### src/logic/rv_defines.svh
// rv32i base set only; widths other than 32 are not supported by the stage logic
`ifndef RV_DEFINES_SVH
`define RV_DEFINES_SVH

// ---------------------------------------------------------------------
// machine sizes
// ---------------------------------------------------------------------
`define RV_XLEN       32            // data and address width
`define RV_RESET_ADDR 32'h0000_0000 // first fetch after rstn
`define RV_NREGS      32            // x0..x31, x0 reads zero

// ---------------------------------------------------------------------
// major opcodes, insn[6:0]
// ---------------------------------------------------------------------
`define RV_OPC_LOAD   7'b0000011 // lb lh lw lbu lhu
`define RV_OPC_OP_IMM 7'b0010011 // addi slti ... srai
`define RV_OPC_AUIPC  7'b0010111
`define RV_OPC_STORE  7'b0100011 // sb sh sw
`define RV_OPC_OP     7'b0110011 // register-register alu
`define RV_OPC_LUI    7'b0110111
`define RV_OPC_BRANCH 7'b1100011 // beq .. bgeu
`define RV_OPC_JALR   7'b1100111
`define RV_OPC_JAL    7'b1101111

`endif
### src/logic/rv_pkg.sv
// types shared by the pipeline stages; packets carry no valid bit, CLS_NONE is a bubble
`include "rv_defines.svh"

package rv_pkg;

	// -----------------------------------------------------------------
	// plain vectors
	// -----------------------------------------------------------------
	typedef logic [`RV_XLEN-1:0]   word_t;    // data or address
	typedef logic [31:0]           insn_t;    // raw instruction
	typedef logic [4:0]            reg_idx_t; // x0..x31
	typedef logic [2:0]            funct3_t;  // minor opcode
	typedef logic [`RV_XLEN/8-1:0] strb_t;    // byte write enables

	// instruction class, set once in fetch
	typedef enum logic [3:0] {
		CLS_NONE,   // bubble or unknown opcode
		CLS_LOAD,
		CLS_OP_IMM,
		CLS_AUIPC,
		CLS_STORE,
		CLS_OP,
		CLS_LUI,
		CLS_BRANCH,
		CLS_JALR,
		CLS_JAL
	} insn_class_e;

	// -----------------------------------------------------------------
	// stage packets
	// -----------------------------------------------------------------
	typedef struct packed {
		insn_class_e cls;
		insn_t       insn;
		word_t       pc;
		word_t       pc4;  // link value and sequential next
	} fd_pkt_t;

	typedef struct packed {
		insn_class_e cls;
		insn_t       insn; // immediates extracted in execute
		word_t       pc;
		word_t       pc4;
		reg_idx_t    rd;   // zero when nothing is written
		funct3_t     funct3;
		word_t       op1;
		word_t       op2;  // immediate for op-imm
	} de_pkt_t;

	typedef struct packed {
		insn_class_e cls;
		reg_idx_t    rd;
		funct3_t     funct3;
		word_t       result;  // alu value, link or store data
		word_t       ls_adrs; // load/store byte address
	} em_pkt_t;

	typedef struct packed {
		logic  taken;
		word_t target;
	} redirect_t;

endpackage

### src/logic/rv_core.sv
// fixed-latency buses, no wait states; stores land at the edge after data_store
`timescale 1ns/1ps

module rv_core (
	input  logic          clk,
	input  logic          rstn,
	output rv_pkg::word_t insn_adrs,  // code address
	input  rv_pkg::insn_t insn_rdata, // same cycle
	output rv_pkg::word_t data_adrs,
	output rv_pkg::word_t data_wdata,
	output logic          data_load,
	output logic          data_store,
	output rv_pkg::strb_t data_wstrb,
	input  rv_pkg::word_t data_rdata  // same cycle as data_load
);

	// -----------------------------------------------------------------
	// inter-stage signals
	// -----------------------------------------------------------------
	rv_pkg::fd_pkt_t   fd;
	rv_pkg::de_pkt_t   de;
	rv_pkg::em_pkt_t   em;
	rv_pkg::redirect_t redir;
	logic              stall;
	logic              em_is_load;
	rv_pkg::reg_idx_t  rs1_idx;
	rv_pkg::reg_idx_t  rs2_idx;
	rv_pkg::word_t     rs1_val;
	rv_pkg::word_t     rs2_val;
	rv_pkg::reg_idx_t  byp_rd;
	rv_pkg::word_t     byp_val;

	fetch_stage u_fetch (
		.clk(clk), .rstn(rstn), .stall(stall), .redir(redir),
		.insn_rdata(insn_rdata), .insn_adrs(insn_adrs), .fd(fd)
	);

	decode_stage u_decode (
		.clk(clk), .rstn(rstn), .fd(fd), .redir(redir),
		.rs1_idx(rs1_idx), .rs2_idx(rs2_idx), .rs1_val(rs1_val), .rs2_val(rs2_val),
		.byp_rd(byp_rd), .byp_val(byp_val), .em_rd(em.rd), .em_is_load(em_is_load),
		.stall(stall), .de(de)
	);

	execute_stage u_execute (
		.clk(clk), .rstn(rstn), .de(de), .redir(redir), .em(em)
	);

	commit_stage u_commit (
		.clk(clk), .rstn(rstn), .em(em),
		.rs1_idx(rs1_idx), .rs2_idx(rs2_idx), .rs1_val(rs1_val), .rs2_val(rs2_val),
		.byp_rd(byp_rd), .byp_val(byp_val), .em_is_load(em_is_load),
		.data_rdata(data_rdata), .data_adrs(data_adrs), .data_wdata(data_wdata),
		.data_load(data_load), .data_store(data_store), .data_wstrb(data_wstrb)
	);

endmodule

### src/logic/commit_stage.sv
// data memory must answer loads in the same cycle; misaligned accesses are not split or trapped
`timescale 1ns/1ps
`include "rv_defines.svh"

module commit_stage (
	input  logic             clk,
	input  logic             rstn,
	input  rv_pkg::em_pkt_t  em,
	input  rv_pkg::reg_idx_t rs1_idx,
	input  rv_pkg::reg_idx_t rs2_idx,
	output rv_pkg::word_t    rs1_val,
	output rv_pkg::word_t    rs2_val,
	output rv_pkg::reg_idx_t byp_rd,   // zero when no bypass
	output rv_pkg::word_t    byp_val,
	output logic             em_is_load,
	input  rv_pkg::word_t    data_rdata,
	output rv_pkg::word_t    data_adrs,
	output rv_pkg::word_t    data_wdata,
	output logic             data_load,
	output logic             data_store,
	output rv_pkg::strb_t    data_wstrb
);

	rv_pkg::word_t regs [`RV_NREGS]; // x0 entry never written
	rv_pkg::strb_t size_mask;
	rv_pkg::word_t ld_shift;
	rv_pkg::word_t ld_val;
	rv_pkg::word_t wb_val;

	// async reads, x0 forced to zero
	assign rs1_val = (rs1_idx == '0) ? '0 : regs[rs1_idx];
	assign rs2_val = (rs2_idx == '0) ? '0 : regs[rs2_idx];

	// -----------------------------------------------------------------
	// data bus
	// -----------------------------------------------------------------
	assign data_load  = em.cls == rv_pkg::CLS_LOAD;
	assign data_store = em.cls == rv_pkg::CLS_STORE;
	assign data_adrs  = em.ls_adrs;
	assign data_wdata = em.result;  // already lane-replicated
	assign em_is_load = data_load;

	always_comb begin
		case (em.funct3[1:0])
			2'b00: size_mask = rv_pkg::strb_t'(1);  // byte
			2'b01: size_mask = rv_pkg::strb_t'(3);  // half
			default: size_mask = '1;                // word
		endcase
	end

	assign data_wstrb = data_store ? size_mask << em.ls_adrs[1:0] : '0;

	// load lane select and extension
	assign ld_shift = data_rdata >> {em.ls_adrs[1:0], 3'b000};

	always_comb begin
		case (em.funct3)
			3'b000: ld_val = {{(`RV_XLEN-8){ld_shift[7]}}, ld_shift[7:0]};    // lb
			3'b100: ld_val = {{(`RV_XLEN-8){1'b0}}, ld_shift[7:0]};           // lbu
			3'b001: ld_val = {{(`RV_XLEN-16){ld_shift[15]}}, ld_shift[15:0]}; // lh
			3'b101: ld_val = {{(`RV_XLEN-16){1'b0}}, ld_shift[15:0]};         // lhu
			default: ld_val = ld_shift;                                       // lw
		endcase
	end

	assign wb_val  = data_load ? ld_val : em.result;
	assign byp_rd  = data_load ? '0 : em.rd; // load data is too late to forward
	assign byp_val = em.result;

	// -----------------------------------------------------------------
	// register write
	// -----------------------------------------------------------------
	always_ff @(posedge clk) begin
		if (rstn && em.rd != '0) begin
			regs[em.rd] <= wb_val;
		end
	end

	a_bus_onehot: assert property (@(posedge clk) disable iff (!rstn)
		$onehot0({data_load, data_store}))
		else $error("commit: load and store in one cycle");

	a_natural_align: assert property (@(posedge clk) disable iff (!rstn)
		(data_load || data_store) |->
			(em.funct3[1:0] == 2'b00)
			|| (em.funct3[1:0] == 2'b01 && !em.ls_adrs[0])
			|| (em.funct3[1:0] == 2'b10 && em.ls_adrs[1:0] == 2'b00))
		else $error("commit: misaligned access at %h", em.ls_adrs);

endmodule

### src/logic/execute_stage.sv
// rv32i alu only; jalr clears bit 0, a target with bit 1 set is not trapped and trips an assertion
`timescale 1ns/1ps
`include "rv_defines.svh"

module execute_stage (
	input  logic              clk,
	input  logic              rstn,
	input  rv_pkg::de_pkt_t   de,
	output rv_pkg::redirect_t redir,
	output rv_pkg::em_pkt_t   em
);

	rv_pkg::insn_t   insn;
	rv_pkg::funct3_t f3;
	rv_pkg::word_t   op1;
	rv_pkg::word_t   op2;
	rv_pkg::word_t   imm_i;
	rv_pkg::word_t   imm_s;
	rv_pkg::word_t   imm_b;
	rv_pkg::word_t   imm_j;
	rv_pkg::word_t   imm_u;
	rv_pkg::word_t   alu;
	rv_pkg::word_t   st_data;
	rv_pkg::word_t   result;
	rv_pkg::word_t   target;
	rv_pkg::word_t   ls_adrs;
	logic            cond;
	logic            take;

	assign insn = de.insn;
	assign f3   = de.funct3;
	assign op1  = de.op1;
	assign op2  = de.op2;

	// -----------------------------------------------------------------
	// immediates
	// -----------------------------------------------------------------
	assign imm_i = {{(`RV_XLEN-12){insn[31]}}, insn[31:20]};
	assign imm_s = {{(`RV_XLEN-12){insn[31]}}, insn[31:25], insn[11:7]};
	assign imm_b = {{(`RV_XLEN-13){insn[31]}}, insn[31], insn[7], insn[30:25],
		insn[11:8], 1'b0};
	assign imm_j = {{(`RV_XLEN-21){insn[31]}}, insn[31], insn[19:12], insn[20],
		insn[30:21], 1'b0};
	assign imm_u = {{(`RV_XLEN-32){insn[31]}}, insn[31:12], 12'h000};

	// -----------------------------------------------------------------
	// alu shared by op and op-imm
	// -----------------------------------------------------------------
	always_comb begin
		case (f3)
			3'b000: alu = (de.cls == rv_pkg::CLS_OP && insn[30]) ? op1 - op2 : op1 + op2;
			3'b001: alu = op1 << op2[4:0];                              // sll
			3'b010: alu = {{(`RV_XLEN-1){1'b0}}, $signed(op1) < $signed(op2)}; // slt
			3'b011: alu = {{(`RV_XLEN-1){1'b0}}, op1 < op2};            // sltu
			3'b100: alu = op1 ^ op2;
			3'b101: alu = insn[30] ? rv_pkg::word_t'($signed(op1) >>> op2[4:0])
				: op1 >> op2[4:0];                                      // sra / srl
			3'b110: alu = op1 | op2;
			default: alu = op1 & op2;
		endcase
	end

	// branch condition from funct3
	always_comb begin
		case (f3)
			3'b000: cond = op1 == op2;
			3'b001: cond = op1 != op2;
			3'b100: cond = $signed(op1) < $signed(op2);
			3'b101: cond = $signed(op1) >= $signed(op2);
			3'b110: cond = op1 < op2;
			3'b111: cond = op1 >= op2;
			default: cond = 1'b0; // reserved encodings never taken
		endcase
	end

	// store value copied into every lane
	always_comb begin
		case (f3[1:0])
			2'b00: st_data = {(`RV_XLEN/8){op2[7:0]}};
			2'b01: st_data = {(`RV_XLEN/16){op2[15:0]}};
			default: st_data = op2;
		endcase
	end

	assign take    = de.cls == rv_pkg::CLS_JAL || de.cls == rv_pkg::CLS_JALR
		|| (de.cls == rv_pkg::CLS_BRANCH && cond);
	assign target  = (de.cls == rv_pkg::CLS_JALR) ? ((op1 + imm_i) & ~rv_pkg::word_t'(1))
		: de.pc + ((de.cls == rv_pkg::CLS_JAL) ? imm_j : imm_b);
	assign ls_adrs = op1 + ((de.cls == rv_pkg::CLS_STORE) ? imm_s : imm_i);

	always_comb begin
		case (de.cls)
			rv_pkg::CLS_LUI:   result = imm_u;
			rv_pkg::CLS_AUIPC: result = de.pc + imm_u;
			rv_pkg::CLS_JAL, rv_pkg::CLS_JALR: result = de.pc4; // link
			rv_pkg::CLS_STORE: result = st_data;
			rv_pkg::CLS_OP, rv_pkg::CLS_OP_IMM: result = alu;
			default: result = '0; // loads take memory data in commit
		endcase
	end

	// -----------------------------------------------------------------
	// stage registers that squash the item behind a taken redirect
	// -----------------------------------------------------------------
	always_ff @(posedge clk) begin
		if (!rstn || redir.taken) begin
			em.cls      <= rv_pkg::CLS_NONE;
			em.rd       <= '0;
			redir.taken <= 1'b0;
		end else begin
			em.cls       <= de.cls;
			em.rd        <= de.rd;
			em.funct3    <= f3;
			em.result    <= result;
			em.ls_adrs   <= ls_adrs;
			redir.taken  <= take;
			redir.target <= target;
		end
	end

	a_target_aligned: assert property (@(posedge clk) disable iff (!rstn)
		redir.taken |-> redir.target[1:0] == 2'b00)
		else $error("execute: misaligned target %h", redir.target);

endmodule

### src/logic/decode_stage.sv
// stall covers only the load-use and decode-to-execute distances; commit results arrive by bypass
`timescale 1ns/1ps
`include "rv_defines.svh"

module decode_stage (
	input  logic              clk,
	input  logic              rstn,
	input  rv_pkg::fd_pkt_t   fd,
	input  rv_pkg::redirect_t redir,
	output rv_pkg::reg_idx_t  rs1_idx,   // async regfile read
	output rv_pkg::reg_idx_t  rs2_idx,
	input  rv_pkg::word_t     rs1_val,
	input  rv_pkg::word_t     rs2_val,
	input  rv_pkg::reg_idx_t  byp_rd,    // zero when commit offers nothing
	input  rv_pkg::word_t     byp_val,
	input  rv_pkg::reg_idx_t  em_rd,
	input  logic              em_is_load,
	output logic              stall,
	output rv_pkg::de_pkt_t   de
);

	rv_pkg::insn_t    insn;
	logic             use_rs1;
	logic             use_rs2;
	logic             wr_rd;
	logic             hit_rs1;  // rs1 still in flight
	logic             hit_rs2;
	rv_pkg::word_t    imm;
	rv_pkg::word_t    op1;
	rv_pkg::word_t    op2;
	rv_pkg::reg_idx_t rd;

	// x0 first, then the commit bypass, then the register file
	function automatic rv_pkg::word_t pick(input rv_pkg::reg_idx_t idx,
		input rv_pkg::word_t rf_val, input rv_pkg::reg_idx_t b_rd,
		input rv_pkg::word_t b_val);
		if (idx == '0)
			return '0;
		if (idx == b_rd)
			return b_val;
		return rf_val;
	endfunction

	assign insn    = fd.insn;
	assign rs1_idx = insn[19:15];
	assign rs2_idx = insn[24:20];

	// -----------------------------------------------------------------
	// register usage by class
	// -----------------------------------------------------------------
	always_comb begin
		use_rs1 = 1'b0;
		use_rs2 = 1'b0;
		wr_rd   = 1'b0;
		case (fd.cls)
			rv_pkg::CLS_LOAD, rv_pkg::CLS_OP_IMM, rv_pkg::CLS_JALR: begin
				use_rs1 = 1'b1;
				wr_rd   = 1'b1;
			end
			rv_pkg::CLS_STORE, rv_pkg::CLS_BRANCH: begin
				use_rs1 = 1'b1;
				use_rs2 = 1'b1;
			end
			rv_pkg::CLS_OP: begin
				use_rs1 = 1'b1;
				use_rs2 = 1'b1;
				wr_rd   = 1'b1;
			end
			rv_pkg::CLS_AUIPC, rv_pkg::CLS_LUI, rv_pkg::CLS_JAL: wr_rd = 1'b1;
			default: ; // bubble uses nothing
		endcase
	end

	// hazard when the producer sits in execute or a load sits in commit
	assign hit_rs1 = use_rs1 && rs1_idx != '0
		&& (rs1_idx == de.rd || (em_is_load && rs1_idx == em_rd));
	assign hit_rs2 = use_rs2 && rs2_idx != '0
		&& (rs2_idx == de.rd || (em_is_load && rs2_idx == em_rd));
	assign stall   = hit_rs1 || hit_rs2;

	// -----------------------------------------------------------------
	// operands
	// -----------------------------------------------------------------
	assign imm = (insn[13:12] == 2'b01) ? {{(`RV_XLEN-5){1'b0}}, insn[24:20]} // shamt
		: {{(`RV_XLEN-12){insn[31]}}, insn[31:20]};                            // i-type
	assign op1 = pick(rs1_idx, rs1_val, byp_rd, byp_val);
	assign op2 = (fd.cls == rv_pkg::CLS_OP_IMM) ? imm
		: pick(rs2_idx, rs2_val, byp_rd, byp_val);
	assign rd  = wr_rd ? insn[11:7] : '0;

	always_ff @(posedge clk) begin
		if (!rstn || stall || redir.taken) begin
			de.cls <= rv_pkg::CLS_NONE; // bubble
			de.rd  <= '0;
		end else begin
			de.cls    <= fd.cls;
			de.insn   <= insn;
			de.pc     <= fd.pc;
			de.pc4    <= fd.pc4;
			de.rd     <= rd;
			de.funct3 <= insn[14:12];
			de.op1    <= op1;
			de.op2    <= op2;
		end
	end

	// a stall needs a nonzero destination still pending downstream
	a_stall_needs_rd: assert property (@(posedge clk) disable iff (!rstn)
		stall |-> (de.rd != '0) || (em_is_load && em_rd != '0))
		else $error("decode: stall with no pending destination");

endmodule

### src/logic/fetch_stage.sv
// no prediction: every taken redirect squashes two slots; opcodes outside rv32i become bubbles
`timescale 1ns/1ps
`include "rv_defines.svh"

module fetch_stage (
	input  logic              clk,
	input  logic              rstn,
	input  logic              stall,      // decode holds its source item
	input  rv_pkg::redirect_t redir,      // registered in execute
	input  rv_pkg::insn_t     insn_rdata, // same cycle as insn_adrs
	output rv_pkg::word_t     insn_adrs,
	output rv_pkg::fd_pkt_t   fd
);

	rv_pkg::word_t next_pc;  // sequential address
	rv_pkg::word_t pc_plus4;

	// -----------------------------------------------------------------
	// opcode classification
	// -----------------------------------------------------------------
	function automatic rv_pkg::insn_class_e classify(input rv_pkg::insn_t insn);
		case (insn[6:0])
			`RV_OPC_LOAD:   return rv_pkg::CLS_LOAD;
			`RV_OPC_OP_IMM: return rv_pkg::CLS_OP_IMM;
			`RV_OPC_AUIPC:  return rv_pkg::CLS_AUIPC;
			`RV_OPC_STORE:  return rv_pkg::CLS_STORE;
			`RV_OPC_OP:     return rv_pkg::CLS_OP;
			`RV_OPC_LUI:    return rv_pkg::CLS_LUI;
			`RV_OPC_BRANCH: return rv_pkg::CLS_BRANCH;
			`RV_OPC_JALR:   return rv_pkg::CLS_JALR;
			`RV_OPC_JAL:    return rv_pkg::CLS_JAL;
			default:        return rv_pkg::CLS_NONE; // system, fence, custom
		endcase
	endfunction

	// redirect wins over the sequential pc
	assign insn_adrs = redir.taken ? redir.target : next_pc;
	assign pc_plus4  = insn_adrs + `RV_XLEN'(4);

	// -----------------------------------------------------------------
	// capture
	// -----------------------------------------------------------------
	always_ff @(posedge clk) begin
		if (!rstn) begin
			next_pc <= `RV_RESET_ADDR;
			fd.cls  <= rv_pkg::CLS_NONE; // payload left as is
		end else if (!stall || redir.taken) begin
			next_pc <= pc_plus4;
			fd.cls  <= classify(insn_rdata);
			fd.insn <= insn_rdata;
			fd.pc   <= insn_adrs;
			fd.pc4  <= pc_plus4;
		end
	end

	// covers both the sequential path and every branch or jump target
	a_fetch_aligned: assert property (@(posedge clk) disable iff (!rstn)
		insn_adrs[1:0] == 2'b00)
		else $error("fetch: misaligned insn_adrs %h", insn_adrs);

endmodule

### config.mk
export PLATFORM = sky130hd
export DESIGN_NAME = rv_core
export DESIGN_NICKNAME = d
export VERILOG_FILES = /design/src/logic/rv_pkg.sv /design/src/logic/rv_core.sv /design/src/logic/commit_stage.sv /design/src/logic/execute_stage.sv /design/src/logic/decode_stage.sv /design/src/logic/fetch_stage.sv
export VERILOG_INCLUDE_DIRS = /design/src /design/src/logic
export SDC_FILE = /design/constraint.sdc
export NUM_CORES = 2
export LEC_CHECK = 0
export ABC_CLOCK_PERIOD_IN_PS = 8500
export BUFFER_PORTS_ARGS = -buffer_cell sky130_fd_sc_hd__buf_2
export CAP_MARGIN = 10
export CORE_MARGIN = 4
export CORE_UTILIZATION = 35
export DETAILED_ROUTE_END_ITERATION = 10
export MAX_ROUTING_LAYER = met4
export SETUP_SLACK_MARGIN = 0.3
export SYNTH_ARGS = -nofsm -noshare
export SYNTH_HDL_FRONTEND = slang
export SYNTH_HIERARCHICAL = 1
export SYNTH_SLANG_ARGS = --single-unit
### constraint.sdc
create_clock -name clk -period 8.5 [get_ports clk]
set_input_delay 0.425 -clock clk [delete_from_list [all_inputs] [get_ports clk]]
set_output_delay 0.425 -clock clk [all_outputs]
set_load 0.05 [all_outputs]
-- Yosys cells after proc, flatten, opt, wreduce, memory -nomap -nowiden
Memories as Yosys holds them, arrays and structs flattened. A register that Yosys moved wholly into a read port is not among the register bits.
Cells that the tools add are included.
- add/subtract/negate cells: 7
- magnitude comparators: 4
- equality and inequality tests: 49
- shifts and indexed selects: 5
- muxes and demuxes: 41
- bitwise operators: 4
- reduce and logical (&&, ||, !) cells: 36
- operator list (operator ; number):
    32-bit 2-to-1 mux ; 17
    32-bit one-hot mux with 7 select lines ; 1
    32-bit adder ; 5
    32-bit one-hot mux with 5 select lines ; 1
    32-bit one-hot mux with 4 select lines ; 1
    32-bit >= comparator ; 2
    32-bit < comparator ; 2
    32-bit one-hot mux with 2 select lines ; 1
    32-bit by 5-bit >> shifter with 32-bit output ; 2
    4-bit by 3-bit == test with 1-bit output (second input constant) ; 9
    4-bit one-hot mux with 9 select lines ; 1
    32-bit by 3-bit adder with 32-bit output (second input constant) ; 1
    32-bit AND ; 1
    32-bit == test ; 1
    32-bit inequality test ; 1
    32-bit bitwise OR ; 1
    32-bit by 5-bit << shifter with 32-bit output ; 1
    32-bit by 5-bit >>> shifter with 32-bit output ; 1
    32-bit subtractor ; 1
    32-bit bitwise XOR ; 1
    5-bit == test ; 6
    7-bit by 6-bit == test with 1-bit output (second input constant) ; 3
    7-bit == test (second input constant) ; 3
    20-bit 2-to-1 mux ; 1
    other kinds (28) ; 82
- flip-flop bits (word level): 413
- memory bits (writable): 1024
- output and inout port bits: 102
- logic and storage cells: 168
- memories: 1
- memories (name ; depth ; bits a word ; rd ports ; clocked after Yosys merged registers in ; write ports ; RTL line ; RTL):
    u_commit.regs ; 32 ; 32 ; 2 ; 2 ; 1 ; commit_stage.sv:24 ; rv_pkg::word_t regs [`RV_NREGS];

-- Longest topological paths before layout
- depth in word-level cells: 10
- gate-level depth with buffers: 19

-- Modules after synthesis
The synthesis kept the hierarchy.
- by module, submodules not included (module ; times used ; cells each ; area each (um2)):
    commit_stage ; 1 ; 2585 ; 49092.1
    execute_stage ; 1 ; 2379 ; 18118.6
    decode_stage ; 1 ; 423 ; 6772.7
    fetch_stage ; 1 ; 470 ; 5875.6

-- Worst setup path before layout
No wires, ideal clock.
- path kind: flip-flop to flip-flop
- start point: register, netlist name u_execute/em[72]
- end point: register, netlist name u_decode/de[0]
- arrival: 8637 ps
- slack: -837 ps
- cell stages (with the launch flop): 8
- cell sequence: dfxtp_1 nor4b_2 clkbuf_1 buf_2 buf_4 a32oi_1 o32ai_4 nor2b_1
- cells in the longest elaborated chain, start to end: 7
- elaborated cells on any way between the ends: 10
- classes of those cells: 1 x eq/ne; 9 x reduce/logical
- RTL lines (what ; RTL line ; RTL):
    4-bit by 1-bit == test with 1-bit output * ; commit_stage.sv:37 ; assign data_load = em.cls == rv_pkg::CLS_LOAD;
    via data_load ; rv_core.sv:11 ; output logic data_load,
    1-bit logical AND, on equally long branches ; decode_stage.sv:76, decode_stage.sv:78 ;
    1-bit logical OR, on equally long branches ; decode_stage.sv:76, decode_stage.sv:78 ;
    1-bit logical AND, on equally long branches ; decode_stage.sv:76, decode_stage.sv:78 ;
    1-bit logical OR * ; decode_stage.sv:79 ; assign stall = hit_rs1 || hit_rs2;
    via stall ; rv_core.sv:24 ; logic stall;
    1-bit logical OR * (2 in a row) ; decode_stage.sv:92 ; if (!rstn || stall || redir.taken) begin
Mark *: on every way through the listed nets, which the timed path passes. The rest lies on a longest branch.
A chain may end at the register's enable or synchronous reset.

-- Final worst setup path
- start point: register, netlist name u_fetch/fd[85]
- end point: register, netlist name u_decode/de[0]
- elaborated cells on any way between the ends: 10
- classes of those cells: 1 x eq/ne; 8 x mux; 1 x reduce/logical
- RTL lines (what ; RTL line ; RTL):
    5-bit logical NOT ; commit_stage.sv:32 ; assign rs2_val = (rs2_idx == '0) ? '0 : regs[rs2_idx];
    32-bit 2-to-1 mux ; commit_stage.sv:32 ;
    via rs2_val[0] ; rv_core.sv:29 ; rv_pkg::word_t rs2_val;
    32-bit 2-to-1 mux ; decode_stage.sv:41 ; return rf_val;
    32-bit 2-to-1 mux ; decode_stage.sv:39 ; if (idx == b_rd)
    32-bit 2-to-1 mux ; decode_stage.sv:87 ; assign op2 = (fd.cls == rv_pkg::CLS_OP_IMM) ? imm
    via u_decode.op2[0] ; decode_stage.sv:30 ; rv_pkg::word_t op2;
The timed path passes the listed nets, and every way through them passes these cells. The select of a mux whose other input is x is not followed.

==> flow_summary.toml <==
[power_and_ir_drop]
pwr-share-seq_pct = 44.6
p_sw_mw = 5.30
finalPower_mw = 18.1
internal_power_mw = 12.8
leakage_nw = 30.8
share_clk_of_total_power_pct = 38.2
p_comb_share_pct = 17.2
power-per-cell-area_nw_per_um2 = 205
sw_frac_of_total_pct = 29.2
max-vdd-ir-drop_v = 0.000179

[final_layout]
final_layout_size_suffix_gt1_share_pct = 20.8
fin_cells = 8986
area_overhead_vs_synth_pct = 11.3
final_core_utilization_pct = 39.2
final_cell_area_um2 = 88400
final_nets = 6121
nFillCells = 20900

[worst_setup_path]
cpMaxStageDelayCell = "sky130_fd_sc_hd__nor4_1"
cp_slowest_stage_delay_ns = 0.82
regToRegEndpoint = "u_decode/de[0]"
cp.required_ns = 9.02
worstPathArrival_ns = 5.62
critical_path.cell_chain = "buf_4, buf_4, buf_4, mux4_2, mux4_2, nor2b_1, nor4_1, mux2i_1, o21ai_0"
critical_path.top_delay_family = "buffers and inverters"
worstReg2RegStart = "u_fetch/fd[85]"
rrSetupSlack_ns = 3.39
r2r.worst_path.cells = 9
path_buf_inv = 3
startpoint_type = "flip-flop"
cp_max_fo = 44
worst-setup-path-type = "reg -> reg"
endpoint_kind = "flip-flop"
dominant_cell_type_by_count_on_the_critical_path = "sky130_fd_sc_hd__buf_4"

[min_path]
whs_path_depth = 4
worst_hold_path_type = "in -> reg"
min-delay-start = "insn_rdata[2]"
worst_hold_path.endpoint = "u_fetch/fd[96]"

[clock_tree]
clock_pin_slew_on_the_worst_setup_and_hold_paths_ns = 0.06
cts.path.max_buffers = 3
cts_root_buffer = "sky130_fd_sc_hd__clkbuf_16"
quantity_of_gates_resized_following_cts = 0
clock_latency_ns = 0.84
tritoncts = "yes"
cts_buffers = 154
post-cts-setup-buffer-count = 0
cts_num_sinks = 1418
h_tree_levels = 4

[place]
placed_cells_incl_taps = 8664
dp_worst_setup_slack_ns = 3.46
io_buffers = 167
place_hpwl_um = 206000
placedInstanceArea_um2 = 82800
place_congestion = 1.04

[timing]
post-route-period-util_pct = 60.1
worst_hold_slack_ns = 0.0746
report.final.slew_viol_count = 0
rsz0062_at_grt = "false"
timing_worst_slew_pin_value_ns = 1.28
maxClockFrequency_mhz = 196
final.min_clock_period_ns = 5.11
report.final.hold_viol_count = 0
fin_skew_ns = 0.0652
slew_headroom_pct = 14.0
setup_viol = 0
setup_tns_ns = 0
worst_slack_ns = 3.39

[route]
drtAntennaViolNets = 0
drc = 0
wl_per_cell_um = 33.7
drt-pass1-iter-count = 6
drt_iter0_drc = 8055
vias = 56300
vias_per_cell = 6.26
wirelength_um = 303000

[floorplanning]
die_x_um = 484
core-area_um2 = 225000
die_y_extent_um = 484
std_cell_rows = 174
top_level_ports = 168
dieArea_um2 = 235000
initial_core_util_pct = 35.3

[global_routing]
final_global_route_overflow_total = 0
grt_first_pass_wirelength_um = 423000
antenna_found_initial = 17
total_routing_resource_utilization_after_global_routing_pct = 25.7
grt_start_max_net_pins = 151
first_global_vias = 55100

[synthesis]
synth-warning-count = 6
netlist_instances = 5843
synthesis.area_um2 = 79400
synthesized_area_per_cell_um2 = 13.6

[job]
maxCapViolations = 0

[outcome]
run_status = "completed"
-- per-layer routing --
layer	track usage (%)	share of wire, %	vias to the layer above
li1	-	-	23100
met1	32.1	38	29000
met2	39.3	46	3451
met3	4.76	9.4	738
met4	14.9	6.7	0
met5	-	0	-
-- layout by cell type, fill, tap and decap left out, types with 96 or more instances in the layout --
cell                           n
sky130_fd_sc_hd__a211oi_1     96
sky130_fd_sc_hd__a21oi_1     313
sky130_fd_sc_hd__buf_2       167
sky130_fd_sc_hd__buf_4       154
sky130_fd_sc_hd__clkbuf_16   154
sky130_fd_sc_hd__edfxtp_1   1363
sky130_fd_sc_hd__ha_1        191
sky130_fd_sc_hd__inv_1       140
sky130_fd_sc_hd__mux2i_1     314
sky130_fd_sc_hd__mux4_2      493
sky130_fd_sc_hd__nand2_1     290
sky130_fd_sc_hd__nor2_1      287
sky130_fd_sc_hd__o21ai_0     276
sky130_fd_sc_hd__xnor2_1     121
-- what timing repair did --
action / 4_1_cts / 5_1_grt
hold buffers: 28 / 0
endpoints found under the hold margin: 27 / 0
endpoints found under the setup margin: 0 / 0
-- state kept, by name, indices dropped and copies added (netlist names) --
signal	flops
u_fetch/fd	91
u_commit/regs	1024
u_fetch/next_pc	32
u_execute/redir	33
u_execute/em	76
u_decode/de	162
-- worst min-delay path, cell delays in order --
cell,delay [ns]
sky130_fd_sc_hd__buf_2,0.13
sky130_fd_sc_hd__a22oi_1,0.10
sky130_fd_sc_hd__a2bb2oi_1,0.13
sky130_fd_sc_hd__nor2_1,0.07
-- final cells by class --
| cell class | instances | area (um^2) | share of cell area [%] |
|---|---|---|---|
| Antenna cell | 9 | 22.5 | 0.0255 |
| Multi-Input combinational cell | 3780 | 34400 | 38.9 |
| Sequential cell | 1418 | 42000 | 47.5 |
| Timing Repair Buffer | 358 | 2450 | 2.78 |
| Clock inverter | 102 | 1270 | 1.43 |
| Tap cell | 2992 | 3740 | 4.23 |
| Inverter | 146 | 553 | 0.626 |
| Clock buffer | 181 | 3990 | 4.51 |
-- power groups by stage --
| stage | registers [mW] | logic [mW] | clock network, mW |
|---|---|---|---|
| 5_1_grt | 8.08 | 3.25 | 7.35 |
| 4_1_cts | 8.08 | 3.02 | 7.05 |
| 6_report | 8.08 | 3.11 | 6.93 |
| 3_5_place_dp | 8.22 | 3.00 | 0 |
| 3_3_place_gp | 8.22 | 3.01 | 0 |
| 2_1_floorplan | 8.08 | 2.08 | 0 |
-- worst max-delay path by stage --
stage | startpoint | to | slack, ns | cells past startpoint
2_1_floorplan | u_execute/em[72] | u_decode/de[0] | 2.43 | 7
3_3_place_gp | u_fetch/fd[85] | u_decode/de[0] | 3.52 | 9
3_5_place_dp | u_fetch/fd[85] | u_decode/de[0] | 3.46 | 9
4_1_cts | u_fetch/fd[85] | u_decode/de[0] | 3.46 | 9
5_1_grt | u_fetch/fd[85] | u_decode/de[0] | 3.15 | 9
6_report | u_fetch/fd[85] | u_decode/de[0] | 3.39 | 9
No activity file was read; power rests on OpenSTA's default activity.
